**src/verilog/core_cfg.svh**
```systemverilog
`ifndef CORE_CFG_SVH
`define CORE_CFG_SVH

// datapath widths
`define CORE_XLEN        32
`define CORE_REG_ADDR_W  5

// first fetch address out of reset
`define CORE_RESET_PC    32'h1c00_0000

// 3R format, opcode in inst[31:15]
`define CORE_OP_ADD_W    17'h00020
`define CORE_OP_SUB_W    17'h00022
`define CORE_OP_AND      17'h00029
`define CORE_OP_OR       17'h0002a
`define CORE_OP_XOR      17'h0002b

// immediate formats
`define CORE_OP_ADDI_W   10'h00a
`define CORE_OP_LU12I_W  7'h0a

// branches, opcode in inst[31:26]
`define CORE_OP_BEQ      6'h16
`define CORE_OP_BNE      6'h17
`define CORE_OP_B        6'h14

`endif

```
**src/verilog/core_pkg.sv**
```systemverilog
`default_nettype none

`include "core_cfg.svh"

package core_pkg;

    // one data word: instructions, operands, results
    typedef logic [`CORE_XLEN-1:0] word_t;

    // program counter values
    typedef logic [`CORE_XLEN-1:0] addr_t;

    // architectural register number
    typedef logic [`CORE_REG_ADDR_W-1:0] reg_addr_t;

    // operation carried from decode into execute
    typedef enum logic [3:0] {
        ALU_ADD,
        ALU_SUB,
        ALU_AND,
        ALU_OR,
        ALU_XOR,
        // result is the shifted immediate
        ALU_LUI,
        ALU_BEQ,
        ALU_BNE,
        ALU_B,
        // unknown encodings retire without a write
        ALU_NOP
    } alu_op_e;

endpackage

`default_nettype wire

```
**src/verilog/core_top.sv**
```systemverilog
`timescale 1ns/100ps

`default_nettype none

module core_top (
    input  wire logic                aclk,
    input  wire logic                aresetn,
    input  wire logic                i_ar_ready,
    input  wire logic                i_r_valid,
    input  wire core_pkg::word_t     i_r_data,
    output logic                     o_ar_valid,
    output core_pkg::addr_t          o_ar_addr,
    output logic                     o_r_ready,
    output logic                     o_commit_valid,
    output core_pkg::addr_t          o_commit_pc,
    output core_pkg::word_t          o_commit_inst,
    output logic                     o_commit_rf_wen,
    output core_pkg::reg_addr_t      o_commit_rf_wnum,
    output core_pkg::word_t          o_commit_rf_wdata
);

    // fetch to decode
    logic                f_valid;
    core_pkg::word_t     f_inst;
    core_pkg::addr_t     f_pc;
    logic                d_ready;

    // register file reads
    core_pkg::reg_addr_t rs1_addr;
    core_pkg::reg_addr_t rs2_addr;
    core_pkg::word_t     rs1_data;
    core_pkg::word_t     rs2_data;

    // decode to execute
    logic                e_valid;
    core_pkg::alu_op_e   e_op;
    core_pkg::word_t     e_src_a;
    core_pkg::word_t     e_src_b;
    core_pkg::addr_t     e_target;
    core_pkg::reg_addr_t e_rd;
    core_pkg::addr_t     e_pc;
    core_pkg::word_t     e_inst;

    // redirect and writeback
    logic                redirect;
    core_pkg::addr_t     redirect_pc;
    logic                rf_we;
    core_pkg::reg_addr_t rf_waddr;
    core_pkg::word_t     rf_wdata;

    fetch_unit u_fetch (
        .aclk          (aclk),
        .aresetn       (aresetn),
        .i_ar_ready    (i_ar_ready),
        .i_r_valid     (i_r_valid),
        .i_r_data      (i_r_data),
        .i_redirect    (redirect),
        .i_redirect_pc (redirect_pc),
        .i_ready       (d_ready),
        .o_ar_valid    (o_ar_valid),
        .o_ar_addr     (o_ar_addr),
        .o_r_ready     (o_r_ready),
        .o_valid       (f_valid),
        .o_inst        (f_inst),
        .o_pc          (f_pc)
    );

    decode_unit u_decode (
        .aclk       (aclk),
        .aresetn    (aresetn),
        .i_valid    (f_valid),
        .i_inst     (f_inst),
        .i_pc       (f_pc),
        .i_flush    (redirect),
        .i_rs1_data (rs1_data),
        .i_rs2_data (rs2_data),
        .i_wb_en    (rf_we),
        .i_wb_addr  (rf_waddr),
        .i_wb_data  (rf_wdata),
        .o_ready    (d_ready),
        .o_rs1_addr (rs1_addr),
        .o_rs2_addr (rs2_addr),
        .o_valid    (e_valid),
        .o_op       (e_op),
        .o_src_a    (e_src_a),
        .o_src_b    (e_src_b),
        .o_target   (e_target),
        .o_rd       (e_rd),
        .o_pc       (e_pc),
        .o_inst     (e_inst)
    );

    register_file u_regfile (
        .aclk       (aclk),
        .aresetn    (aresetn),
        .i_rs1_addr (rs1_addr),
        .i_rs2_addr (rs2_addr),
        .i_we       (rf_we),
        .i_waddr    (rf_waddr),
        .i_wdata    (rf_wdata),
        .o_rs1_data (rs1_data),
        .o_rs2_data (rs2_data)
    );

    execute_unit u_execute (
        .aclk           (aclk),
        .aresetn        (aresetn),
        .i_valid        (e_valid),
        .i_op           (e_op),
        .i_src_a        (e_src_a),
        .i_src_b        (e_src_b),
        .i_target       (e_target),
        .i_rd           (e_rd),
        .i_pc           (e_pc),
        .i_inst         (e_inst),
        .o_redirect     (redirect),
        .o_redirect_pc  (redirect_pc),
        .o_rf_we        (rf_we),
        .o_rf_waddr     (rf_waddr),
        .o_rf_wdata     (rf_wdata),
        .o_commit_valid (o_commit_valid),
        .o_commit_pc    (o_commit_pc),
        .o_commit_inst  (o_commit_inst)
    );

    // commit trace shows the writeback of the retiring instruction
    assign o_commit_rf_wen   = rf_we;
    assign o_commit_rf_wnum  = rf_waddr;
    assign o_commit_rf_wdata = rf_wdata;

endmodule

`default_nettype wire

```
**src/verilog/decode_unit.sv**
```systemverilog
`timescale 1ns/100ps

`include "core_cfg.svh"

`default_nettype none

module decode_unit (
    input  wire logic                aclk,
    input  wire logic                aresetn,
    input  wire logic                i_valid,
    input  wire core_pkg::word_t     i_inst,
    input  wire core_pkg::addr_t     i_pc,
    input  wire logic                i_flush,
    input  wire core_pkg::word_t     i_rs1_data,
    input  wire core_pkg::word_t     i_rs2_data,
    input  wire logic                i_wb_en,
    input  wire core_pkg::reg_addr_t i_wb_addr,
    input  wire core_pkg::word_t     i_wb_data,
    output logic                     o_ready,
    output core_pkg::reg_addr_t      o_rs1_addr,
    output core_pkg::reg_addr_t      o_rs2_addr,
    output logic                     o_valid,
    output core_pkg::alu_op_e        o_op,
    output core_pkg::word_t          o_src_a,
    output core_pkg::word_t          o_src_b,
    output core_pkg::addr_t          o_target,
    output core_pkg::reg_addr_t      o_rd,
    output core_pkg::addr_t          o_pc,
    output core_pkg::word_t          o_inst
);

    logic                d_valid;
    core_pkg::word_t     d_inst;
    core_pkg::addr_t     d_pc;

    core_pkg::reg_addr_t rd;
    core_pkg::reg_addr_t rj;
    core_pkg::reg_addr_t rk;
    logic                is_cmp_br;
    core_pkg::word_t     rs1_val;
    core_pkg::word_t     rs2_val;
    core_pkg::word_t     imm_si12;
    core_pkg::word_t     imm_si20;
    core_pkg::word_t     offs16;
    core_pkg::word_t     offs26;

    // nothing new is taken while the pipeline is being redirected
    assign o_ready = ~i_flush;

    // execute never stalls, so the slot empties every cycle
    always_ff @(posedge aclk) begin
        if (!aresetn) begin
            d_valid <= 1'b0;
        end else begin
            d_valid <= i_valid && o_ready;
        end
    end

    always_ff @(posedge aclk) begin
        if (i_valid && o_ready) begin
            d_inst <= i_inst;
            d_pc   <= i_pc;
        end
    end

    assign rd = d_inst[4:0];
    assign rj = d_inst[9:5];
    assign rk = d_inst[14:10];

    assign is_cmp_br = (d_inst[31:26] == `CORE_OP_BEQ) || (d_inst[31:26] == `CORE_OP_BNE);

    // beq/bne compare rj against rd
    assign o_rs1_addr = rj;
    assign o_rs2_addr = is_cmp_br ? rd : rk;

    // bypass the result being written back this cycle
    assign rs1_val = (i_wb_en && (i_wb_addr == o_rs1_addr)) ? i_wb_data : i_rs1_data;
    assign rs2_val = (i_wb_en && (i_wb_addr == o_rs2_addr)) ? i_wb_data : i_rs2_data;

    assign imm_si12 = {{20{d_inst[21]}}, d_inst[21:10]};
    assign imm_si20 = {d_inst[24:5], 12'h000};
    assign offs16   = {{14{d_inst[25]}}, d_inst[25:10], 2'b00};
    assign offs26   = {{4{d_inst[9]}}, d_inst[9:0], d_inst[25:10], 2'b00};

    always_comb begin
        o_op     = core_pkg::ALU_NOP;
        o_src_b  = rs2_val;
        o_target = d_pc + offs16;
        if (d_inst[31:26] == `CORE_OP_BEQ) begin
            o_op = core_pkg::ALU_BEQ;
        end else if (d_inst[31:26] == `CORE_OP_BNE) begin
            o_op = core_pkg::ALU_BNE;
        end else if (d_inst[31:26] == `CORE_OP_B) begin
            o_op     = core_pkg::ALU_B;
            o_target = d_pc + offs26;
        end else if (d_inst[31:25] == `CORE_OP_LU12I_W) begin
            o_op    = core_pkg::ALU_LUI;
            o_src_b = imm_si20;
        end else if (d_inst[31:22] == `CORE_OP_ADDI_W) begin
            o_op    = core_pkg::ALU_ADD;
            o_src_b = imm_si12;
        end else begin
            case (d_inst[31:15])
                `CORE_OP_ADD_W: o_op = core_pkg::ALU_ADD;
                `CORE_OP_SUB_W: o_op = core_pkg::ALU_SUB;
                `CORE_OP_AND:   o_op = core_pkg::ALU_AND;
                `CORE_OP_OR:    o_op = core_pkg::ALU_OR;
                `CORE_OP_XOR:   o_op = core_pkg::ALU_XOR;
                default:        o_op = core_pkg::ALU_NOP;
            endcase
        end
    end

    // wrong-path instruction dies here on a redirect
    assign o_valid = d_valid & ~i_flush;
    assign o_src_a = rs1_val;
    assign o_rd    = rd;
    assign o_pc    = d_pc;
    assign o_inst  = d_inst;

endmodule

`default_nettype wire

```
**src/verilog/execute_unit.sv**
```systemverilog
`timescale 1ns/100ps

`default_nettype none

module execute_unit (
    input  wire logic                aclk,
    input  wire logic                aresetn,
    input  wire logic                i_valid,
    input  wire core_pkg::alu_op_e   i_op,
    input  wire core_pkg::word_t     i_src_a,
    input  wire core_pkg::word_t     i_src_b,
    input  wire core_pkg::addr_t     i_target,
    input  wire core_pkg::reg_addr_t i_rd,
    input  wire core_pkg::addr_t     i_pc,
    input  wire core_pkg::word_t     i_inst,
    output logic                     o_redirect,
    output core_pkg::addr_t          o_redirect_pc,
    output logic                     o_rf_we,
    output core_pkg::reg_addr_t      o_rf_waddr,
    output core_pkg::word_t          o_rf_wdata,
    output logic                     o_commit_valid,
    output core_pkg::addr_t          o_commit_pc,
    output core_pkg::word_t          o_commit_inst
);

    logic                e_valid;
    core_pkg::alu_op_e   e_op;
    core_pkg::word_t     e_src_a;
    core_pkg::word_t     e_src_b;
    core_pkg::addr_t     e_target;
    core_pkg::reg_addr_t e_rd;
    core_pkg::addr_t     e_pc;
    core_pkg::word_t     e_inst;

    core_pkg::word_t     alu_result;
    logic                is_alu;
    logic                taken;

    always_ff @(posedge aclk) begin
        if (!aresetn) begin
            e_valid <= 1'b0;
        end else begin
            e_valid <= i_valid;
        end
    end

    always_ff @(posedge aclk) begin
        if (i_valid) begin
            e_op     <= i_op;
            e_src_a  <= i_src_a;
            e_src_b  <= i_src_b;
            e_target <= i_target;
            e_rd     <= i_rd;
            e_pc     <= i_pc;
            e_inst   <= i_inst;
        end
    end

    always_comb begin
        alu_result = '0;
        is_alu     = 1'b1;
        taken      = 1'b0;
        case (e_op)
            core_pkg::ALU_ADD: alu_result = e_src_a + e_src_b;
            core_pkg::ALU_SUB: alu_result = e_src_a - e_src_b;
            core_pkg::ALU_AND: alu_result = e_src_a & e_src_b;
            core_pkg::ALU_OR:  alu_result = e_src_a | e_src_b;
            core_pkg::ALU_XOR: alu_result = e_src_a ^ e_src_b;
            core_pkg::ALU_LUI: alu_result = e_src_b;
            core_pkg::ALU_BEQ: begin
                is_alu = 1'b0;
                taken  = (e_src_a == e_src_b);
            end
            core_pkg::ALU_BNE: begin
                is_alu = 1'b0;
                taken  = (e_src_a != e_src_b);
            end
            core_pkg::ALU_B: begin
                is_alu = 1'b0;
                taken  = 1'b1;
            end
            default: is_alu = 1'b0;
        endcase
    end

    // fetch already runs sequentially, so a jump to pc+4 needs no flush
    assign o_redirect    = e_valid && taken && (e_target != e_pc + 32'd4);
    assign o_redirect_pc = e_target;

    assign o_rf_we    = e_valid && is_alu && (e_rd != '0);
    assign o_rf_waddr = e_rd;
    assign o_rf_wdata = alu_result;

    assign o_commit_valid = e_valid;
    assign o_commit_pc    = e_pc;
    assign o_commit_inst  = e_inst;

endmodule

`default_nettype wire

```
**src/verilog/fetch_unit.sv**
```systemverilog
`timescale 1ns/100ps

`include "core_cfg.svh"

`default_nettype none

module fetch_unit (
    input  wire logic            aclk,
    input  wire logic            aresetn,
    input  wire logic            i_ar_ready,
    input  wire logic            i_r_valid,
    input  wire core_pkg::word_t i_r_data,
    input  wire logic            i_redirect,
    input  wire core_pkg::addr_t i_redirect_pc,
    input  wire logic            i_ready,
    output logic                 o_ar_valid,
    output core_pkg::addr_t      o_ar_addr,
    output logic                 o_r_ready,
    output logic                 o_valid,
    output core_pkg::word_t      o_inst,
    output core_pkg::addr_t      o_pc
);

    typedef enum logic [1:0] {
        FETCH_IDLE,
        FETCH_REQ,
        FETCH_WAIT
    } fetch_state_e;

    fetch_state_e    state;
    core_pkg::addr_t pc;
    core_pkg::addr_t ar_addr;
    logic            stale;
    logic            hold_valid;
    core_pkg::word_t hold_inst;
    core_pkg::addr_t hold_pc;

    logic            ar_hs;
    logic            r_hs;
    logic            keep_resp;
    logic            can_issue;
    logic            issue;
    core_pkg::addr_t issue_pc;

    assign ar_hs     = (state == FETCH_REQ) && i_ar_ready;
    assign r_hs      = (state == FETCH_WAIT) && i_r_valid;
    // responses from a flushed path are accepted and dropped
    assign keep_resp = r_hs && !stale && !i_redirect;
    // holding register empty, or drained or flushed this cycle
    assign can_issue = !hold_valid || i_ready || i_redirect;
    // after a kept response the holding register is full, so wait in idle
    assign issue     = (state == FETCH_IDLE) ? can_issue : (r_hs && !keep_resp);
    assign issue_pc  = i_redirect ? i_redirect_pc : pc;

    always_ff @(posedge aclk) begin
        if (!aresetn) begin
            state      <= FETCH_IDLE;
            pc         <= `CORE_RESET_PC;
            stale      <= 1'b0;
            hold_valid <= 1'b0;
        end else begin
            // redirect beats sequential stepping
            if (i_redirect) begin
                pc <= i_redirect_pc;
            end else if (ar_hs && !stale) begin
                pc <= pc + 32'd4;
            end

            case (state)
                FETCH_IDLE: begin
                    if (issue) begin
                        state <= FETCH_REQ;
                    end
                end
                FETCH_REQ: begin
                    if (i_redirect) begin
                        stale <= 1'b1;
                    end
                    if (ar_hs) begin
                        state <= FETCH_WAIT;
                    end
                end
                default: begin
                    if (r_hs) begin
                        stale <= 1'b0;
                        state <= issue ? FETCH_REQ : FETCH_IDLE;
                    end else if (i_redirect) begin
                        stale <= 1'b1;
                    end
                end
            endcase

            if (i_redirect) begin
                hold_valid <= 1'b0;
            end else if (keep_resp) begin
                hold_valid <= 1'b1;
            end else if (i_ready) begin
                hold_valid <= 1'b0;
            end
        end
    end

    always_ff @(posedge aclk) begin
        if (issue) begin
            ar_addr <= issue_pc;
        end
        // ar_addr still names the outstanding request here
        if (keep_resp) begin
            hold_inst <= i_r_data;
            hold_pc   <= ar_addr;
        end
    end

    assign o_ar_valid = (state == FETCH_REQ);
    assign o_ar_addr  = ar_addr;
    assign o_r_ready  = (state == FETCH_WAIT);
    assign o_valid    = hold_valid;
    assign o_inst     = hold_inst;
    assign o_pc       = hold_pc;

endmodule

`default_nettype wire

```
**src/verilog/register_file.sv**
```systemverilog
`timescale 1ns/100ps

`default_nettype none

module register_file (
    input  wire logic                aclk,
    input  wire logic                aresetn,
    input  wire core_pkg::reg_addr_t i_rs1_addr,
    input  wire core_pkg::reg_addr_t i_rs2_addr,
    input  wire logic                i_we,
    input  wire core_pkg::reg_addr_t i_waddr,
    input  wire core_pkg::word_t     i_wdata,
    output core_pkg::word_t          o_rs1_data,
    output core_pkg::word_t          o_rs2_data
);

    // r1..r31, r0 has no storage
    core_pkg::word_t regs [1:31];

    always_ff @(posedge aclk) begin
        if (!aresetn) begin
            for (int i = 1; i < 32; i++) begin
                regs[i] <= '0;
            end
        end else if (i_we && (i_waddr != '0)) begin
            regs[i_waddr] <= i_wdata;
        end
    end

    assign o_rs1_data = (i_rs1_addr == '0) ? '0 : regs[i_rs1_addr];
    assign o_rs2_data = (i_rs2_addr == '0) ? '0 : regs[i_rs2_addr];

endmodule

`default_nettype wire
```
**config.mk**
```make
export PLATFORM = sky130hd
export DESIGN_NAME = core_top
export DESIGN_NICKNAME = d
export VERILOG_FILES = /design/src/verilog/core_pkg.sv /design/src/verilog/core_top.sv /design/src/verilog/decode_unit.sv /design/src/verilog/execute_unit.sv /design/src/verilog/fetch_unit.sv /design/src/verilog/register_file.sv
export VERILOG_INCLUDE_DIRS = /design/src /design/src/verilog
export SDC_FILE = /design/constraint.sdc
export NUM_CORES = 2
export LEC_CHECK = 0
export BUFFER_PORTS_ARGS = -buffer_cell sky130_fd_sc_hd__buf_2
export CORE_UTILIZATION = 63
export CTS_CLUSTER_DIAMETER = 80
export DETAILED_ROUTE_END_ITERATION = 10
export HOLD_SLACK_MARGIN = 0.12
export PLACE_DENSITY_LB_ADDON = 0.3
export SLEW_MARGIN = 10
export SYNTH_ARGS = -nofsm -noshare
export SYNTH_HDL_FRONTEND = slang
export SYNTH_SLANG_ARGS = --single-unit
```
**constraint.sdc**
```tcl
create_clock -name aclk -period 7.5 [get_ports aclk]
set_input_delay 1.125 -clock aclk [delete_from_list [all_inputs] [get_ports aclk]]
set_output_delay 1.125 -clock aclk [all_outputs]
set_load 0.01 [all_outputs]
```
After elaboration in Yosys (flattened, before gate mapping)
Memories as Yosys holds them, arrays and structs flattened. A register that Yosys moved wholly into a read port is not among the register bits.
Index checks and enable logic that the tools add are counted.
{"block": "totals", "ff_bits": 367, "latchBits": 0, "mem_bits_rw": 992, "rom_bits": 0, "inputBits": 36, "output_inout_bits": 137, "wordCells": 134, "memories": 1}
{"block": "op_classes", "add_sub_neg": 6, "n_mul": 0, "n_div": 0, "order_cmp": 0, "eq_ne": 27, "n_shift": 0, "mux": 42, "n_bitwise": 6, "reduce_logical": 33}
{"memory": "u_regfile.regs", "words": 31, "width": 32, "read_ports": 2, "rd_clocked_by_memory_dff": 1, "wr": 31, "line_no": "register_file.sv:18", "source": "core_pkg::word_t regs [1:31];"}
{"cell": "$mux 32", "n": 16}
{"cell": "$pmux 32 s6", "n": 1}
{"cell": "$add 32x32->32", "n": 3}
{"cell": "$eq 17x6->1 const B", "n": 5}
{"cell": "$add 32x3->32 const B", "n": 2}
{"cell": "$ne 32x32->1", "n": 2}
{"cell": "$and 32x32->32", "n": 1}
{"cell": "$eq 32x32->1", "n": 1}
{"cell": "$or 32x32->32", "n": 1}
{"cell": "$reduce_or 32->1", "n": 1}
{"cell": "$sub 32x32->32", "n": 1}
{"cell": "$xor 32x32->32", "n": 1}
{"cell": "$pmux 4 s5", "n": 1}
{"cell": "$eq 6x5->1 const B", "n": 3}
{"cell": "$eq 4x3->1 const B", "n": 4}
{"cell": "$mux 5", "n": 3}
{"cell": "$logic_and 1x1->1", "n": 14}
{"cell": "$mux 1", "n": 12}
{"cell": "$mux 4", "n": 3}
{"cell": "$eq 10x4->1 const B", "n": 1}
{"cell": "$eq 5x5->1", "n": 2}
{"cell": "$logic_not 5->1", "n": 2}
{"cell": "$eq 4x2->1 const B", "n": 2}
{"cell": "$eq 7x4->1 const B", "n": 1}
{"cell": "21 further kinds", "n": 31}

Longest topological paths before layout
{"block": "logic_depth", "depth_word": 12, "ltp_mapped": 15, "ltp_nobuf": 13}

Modules after synthesis
A second synthesis with hierarchy kept.
{"block": "unflattened", "hier_cells": 5580, "area_unflattened_um2": 76400.8}
{"mod": "register_file", "n_inst": 1, "cells_each": 3505, "area_each_um2": 54212.0, "seq_area_each_um2": 30749.5}
{"mod": "execute_unit", "n_inst": 1, "cells_each": 1126, "area_each_um2": 11373.4, "seq_area_each_um2": 5094.9}
{"mod": "decode_unit", "n_inst": 1, "cells_each": 557, "area_each_um2": 5511.5, "seq_area_each_um2": 1941.9}
{"mod": "fetch_unit", "n_inst": 1, "cells_each": 392, "area_each_um2": 5303.8, "seq_area_each_um2": 3603.5}

Worst setup path before layout
No wires, ideal clock.
{"block": "synth_path", "path_kind": "flip-flop to flip-flop", "startpoint": "register u_execute.e_pc[9], in the netlist u_execute.o_commit_pc[9]", "endpoint": "register u_execute.e_op[0], enable pin", "setup_ps": 541, "t_arrival_ps": 6256, "required_ps": 6959, "slack_ps": 703, "stages_incl_launch_ff": 12, "n_path_buf": 2, "synth_period_minus_slack_ps": 6797, "cell_sequence": "edfxtp_1 > nand4_1 > or3_4 > o311ai_1 > o21ai_1 > a211oi_1 > o2111ai_1 > nor4_1 > or2_2 > buf_4 > buf_4 > and2_1"}
{"block": "synth_between", "elab_chain_cells": 5}
{"element": "start, declared", "line_no": "execute_unit.sv:32", "source": "core_pkg::addr_t e_pc;"}
{"element": "start signal, assigned", "line_no": "execute_unit.sv:54", "source": "e_pc <= i_pc;"}
{"element": "$add 32x3->32", "line_no": "execute_unit.sv:87", "source": "assign o_redirect = e_valid && taken && (e_target != e_pc + 32'd4);"}
{"element": "$ne 32x32->1", "line_no": "execute_unit.sv:87"}
{"element": "$logic_and 1x1->1", "line_no": "execute_unit.sv:87"}
{"element": "$not 1->1", "line_no": "decode_unit.sv:115", "source": "assign o_valid = d_valid & ~i_flush;"}
{"element": "$and 1x1->1", "line_no": "decode_unit.sv:115"}
{"element": "via e_valid", "line_no": "core_top.sv:35", "source": "logic e_valid;"}
{"element": "end signal, assigned", "line_no": "execute_unit.sv:49", "source": "e_op <= i_op;"}
{"element": "end, declared", "line_no": "execute_unit.sv:27", "source": "core_pkg::alu_op_e e_op;"}
The timed path passes the listed nets, and every way through them passes these cells.
A chain may end at the register's enable or synchronous reset.

Worst setup path in the final report
{"block": "layout_path", "startpoint": "register u_execute.e_src_b[0]", "endpoint": "output o_commit_rf_wdata[28]"}
{"block": "layout_between", "elab_chain_cells": 2, "elab_cells_between_ends": 3, "classes_between": "add/sub: 2; mux: 1"}
{"element": "start, declared", "line_no": "execute_unit.sv:29", "source": "core_pkg::word_t e_src_b;"}
{"element": "start signal, assigned", "line_no": "execute_unit.sv:51", "source": "e_src_b <= i_src_b;"}
{"element": "$sub 32x32->32 / $add 32x32->32 (equally long branches)", "line_no": "execute_unit.sv:65, execute_unit.sv:64"}
{"element": "$pmux 32 s6 *", "line_no": "execute_unit.sv:63", "source": "case (e_op)"}
{"element": "end, declared", "line_no": "core_top.sv:19", "source": "output core_pkg::word_t o_commit_rf_wdata"}
Every way passes the cells marked *; elsewhere a longest branch is shown, timed or not.

==> run_results.csv <==
group,metric,value,unit
placement,hpwl,153200,um
power_and_ir_drop,p_leak,0.02851,uW
sta,worstMarginPinSlew,1.371,ns
clock_network,cts.sinks,1389,
critical_path,reg2reg_depth,9,
floorplan,die_x,343.5,um
logic_synthesis,ys_seq_elements,1389,
grt,antenna_found_initial,20,
critical_path,cp_common_cell,"o41ai_2",
floorplan,floorplan.initialDensity,63.90,%
cells_and_area,nets,5941,
run_status,status,"complete, no violations",
logic_synthesis,synth_area_leader_cell,"edfxtp_1",
routing,via_per_inst,7.449,
sta,report.final.slew_viol_count,0,
sta,hold_viol,0,
routing,drt_iter0_markers,10356,
routing,vias,55014,
critical_path,arrival,5.19,ns
clock_network,post-cts-setup-buffer-count,0,
routing,route.detailed.drc,0,
placement,io_buffers,172,
grt,grt_pass1_wl,355900,um
floorplan,rows,124,
floorplan,ios,173,
clock_network,cts.clk_slew.worst_paths,0.06,ns
clock_network,cts.htree.levels,4,
routing,dr.pass1.iters,9,
sta,max_freq,0.1583,GHz
grt,grt-ovfl-total,0,
sta,setup_tns,0,ns
grt,first_global_vias,53125,
min_path,worstHoldPathCells,0,
logic_synthesis,synth_top_cell_area_share,55.02,%
routing,routedWlPerCell,33.67,um
logic_synthesis,synth_cells,5725,
logic_synthesis,synth_area,73470,um^2
clock_network,cts_tree,"yes",
critical_path,worstSetupStartpoint,"u_execute.e_src_b[0]",
routing,wl,248600,um
placement,dp_slack,1.917,ns
critical_path,rrSetupSlack,1.86,ns
logic_synthesis,syn_avg_cell_area,12.83,um^2
clock_network,insertion_delay,0.83,ns
power_and_ir_drop,irDropWorstVdd,0.2668,mV
clock_network,ctsLongestPathBuffers,3,
critical_path,worstPathCellList,"ha_1, inv_1, fa_1, nor2b_1, o211ai_1, a221oi_2, o41ai_2, o41ai_2, and2b_1, nor3_1, a311o_1, o22ai_2, inv_2, buf_2",
critical_path,critPathLaunchType,"flop",
critical_path,setup.worst_path.end,"o_commit_rf_wdata[28]",
logic_synthesis,synth_area_leaders,"edfxtp_1, mux4_2, nor2_1",
sta,finalCritPeriodShare,84.22,%
sta,setup_ws,1.183,ns
logic_synthesis,yosysUniqueCellTypes,95,
placement,gp_congestion,0.9782,
cells_and_area,fillers,7349,
critical_path,cp_max_fo,8,
routing,ant_nets,0,
sta,hold_ws,0.4175,ns
cells_and_area,area_growth,10.11,%
logic_synthesis,synth_edf_count,1346,
power_and_ir_drop,power_density,210.1,nW/um^2
critical_path,required,6.38,ns
critical_path,cp_slowest_cell,"o22ai_2",
logic_synthesis,yosysSeqAreaShare,56.19,%
sta,skew,0.08740,ns
cells_and_area,final_common_cell,"edfxtp_1",
sta,slew_headroom,7.975,%
clock_network,post_cts_resized,0,
cells_and_area,drive_gt1_share,20.48,%
grt,grt_max_degree,121,
cells_and_area,final_cell_mix,"edfxtp_1, nor2_1, mux4_2",
logic_synthesis,yosysWarnings,0,
min_path,min_path_type,"flop to flop",
floorplan,fp.dieArea,118000,um^2
critical_path,cp-end-kind,"output pin",
floorplan,die_h,343.5,um
sta,rsz0062_at_grt,"false",
sta,post-route-min-period,6.317,ns
critical_path,slowest_delay,0.69,ns
floorplan,placeableCoreArea,115000,um^2
critical_path,reg2reg_to,"u_execute.e_src_b[1]",
clock_network,cts-root-buf,"clkbuf_16",
flow_run,maxCapViolCount,0,
grt,grt.total_usage,42.12,%
clock_network,cts_hold_buf,0,
critical_path,crit_type,"flop to output pin",
sta,setup_viol,0,
logic_synthesis,ys_async_sr_fraction,0,%
critical_path,reg2reg_from,"u_decode.o_inst[31]",
logic_synthesis,yosys_most_used_dff,"edfxtp_1",
clock_network,cts_buffers,144,
==> power by group <==
group          switching (uW)  total (uW)  internal (uW)
combinational             566         899            332
clock                    3220        7220           4010
sequential                152        8880           8720
==> metrics by stage <==
step                power [uW]  area (um^2)  std cells  utilization (%)
CTS                      16930        80880       7382            70.36
detailed placement        9875        76180       7120            66.27
global placement          9837        76180       7120            66.27
global route             17300        80890       7382            70.36
finish                   17000        80900       7385            70.37
floorplan                 9495        73580       5756                -
==> worst min-delay path by stage <==
stage | start | endpoint | slack (ns)
2_1_floorplan | u_fetch.o_inst[0] | u_decode.o_inst[0] | 0.40
3_3_place_gp | u_fetch.o_pc[15] | u_decode.o_pc[15] | 0.40
3_5_place_dp | u_fetch.o_pc[13] | u_decode.o_pc[13] | 0.40
4_1_cts | u_fetch.o_pc[27] | u_decode.o_pc[27] | 0.42
5_1_grt | u_fetch.o_pc[10] | u_decode.o_pc[10] | 0.42
6_report | u_fetch.o_pc[27] | u_decode.o_pc[27] | 0.42
==> final cells by class <==
class                      count  area, um^2  share of cell area (%)
inverter                     153       574.3                  0.7099
multi-input combinational   3727       30220                   37.36
clock inverter                87       982.2                   1.214
clock buffer                 175        3720                   4.598
timing repair buffer         339        2202                   2.722
antenna                        3       7.507                0.009280
tap                         1512        1892                   2.339
sequential                  1389       41300                   51.05
==> synthesized netlist by cell type (17+ instances only) <==
master	n
a31oi_1	29
mux2_2	42
o21ai_0	107
nor3_1	62
o221ai_1	23
edfxtp_1	1346
ha_1	148
and3_1	20
mux2i_1	89
a21o_1	36
buf_4	28
xor2_1	55
a22oi_1	26
xnor2_1	68
o21bai_1	19
inv_1	150
mux4_2	511
o211ai_1	29
clkbuf_1	356
nand3_1	109
nand2b_1	17
a211oi_1	52
nand2_1	449
nor2_1	1173
o22ai_1	60
o2111ai_1	31
o31ai_1	20
dfxtp_1	43
nand4_1	33
buf_2	53
a21oi_1	199
a2111oi_0	32
a221oi_1	17
nor2b_1	23
buf_1	42
==> flip-flops by register name (all words and copies together) (netlist names), 32 cells and up, named ones only <==
signal	flops
u_decode.o_inst	32
u_decode.o_pc	32
u_execute.e_src_a	32
u_execute.e_src_b	32
u_execute.o_commit_inst	32
u_execute.o_redirect_pc	32
u_fetch.o_ar_addr	32
u_fetch.o_inst	32
u_fetch.o_pc	32
u_fetch.pc	32
u_regfile.regs	1024
==> worst max-delay path: cells and delay by family (launching register included) <==
family / cells / cell delay [ns]
AOI/OAI and AO/OA: 6 / 2.44
buffers and inverters: 3 / 0.33
adders and majority gates: 2 / 0.71
DFF: 1 / 0.40
and+or+nand+nor: 3 / 0.52
==> kinds of logic after synthesis <==
logic type | share of synthesized area [%]
adder cells (fa/ha/maj) | 2.602
buffers and inverters | 3.585
multiplexers | 17.60
AO/OA/AOI/OAI | 7.499
AND/OR/NAND/NOR | 11.06
other | 0.005104
flip-flops | 56.19
XOR/XNOR | 1.466
==> routing by layer <==
metal | GRT usage [%] | up-vias | wire length, um
li1 | - | 21652 | -
met1 | 54.27 | 26709 | 80170
met2 | 61.44 | 5325 | 107400
met3 | 16.25 | 1288 | 43560
met4 | 23.84 | 40 | 17200
met5 | 0 | - | 319
(Power assumes the default switching activity.)
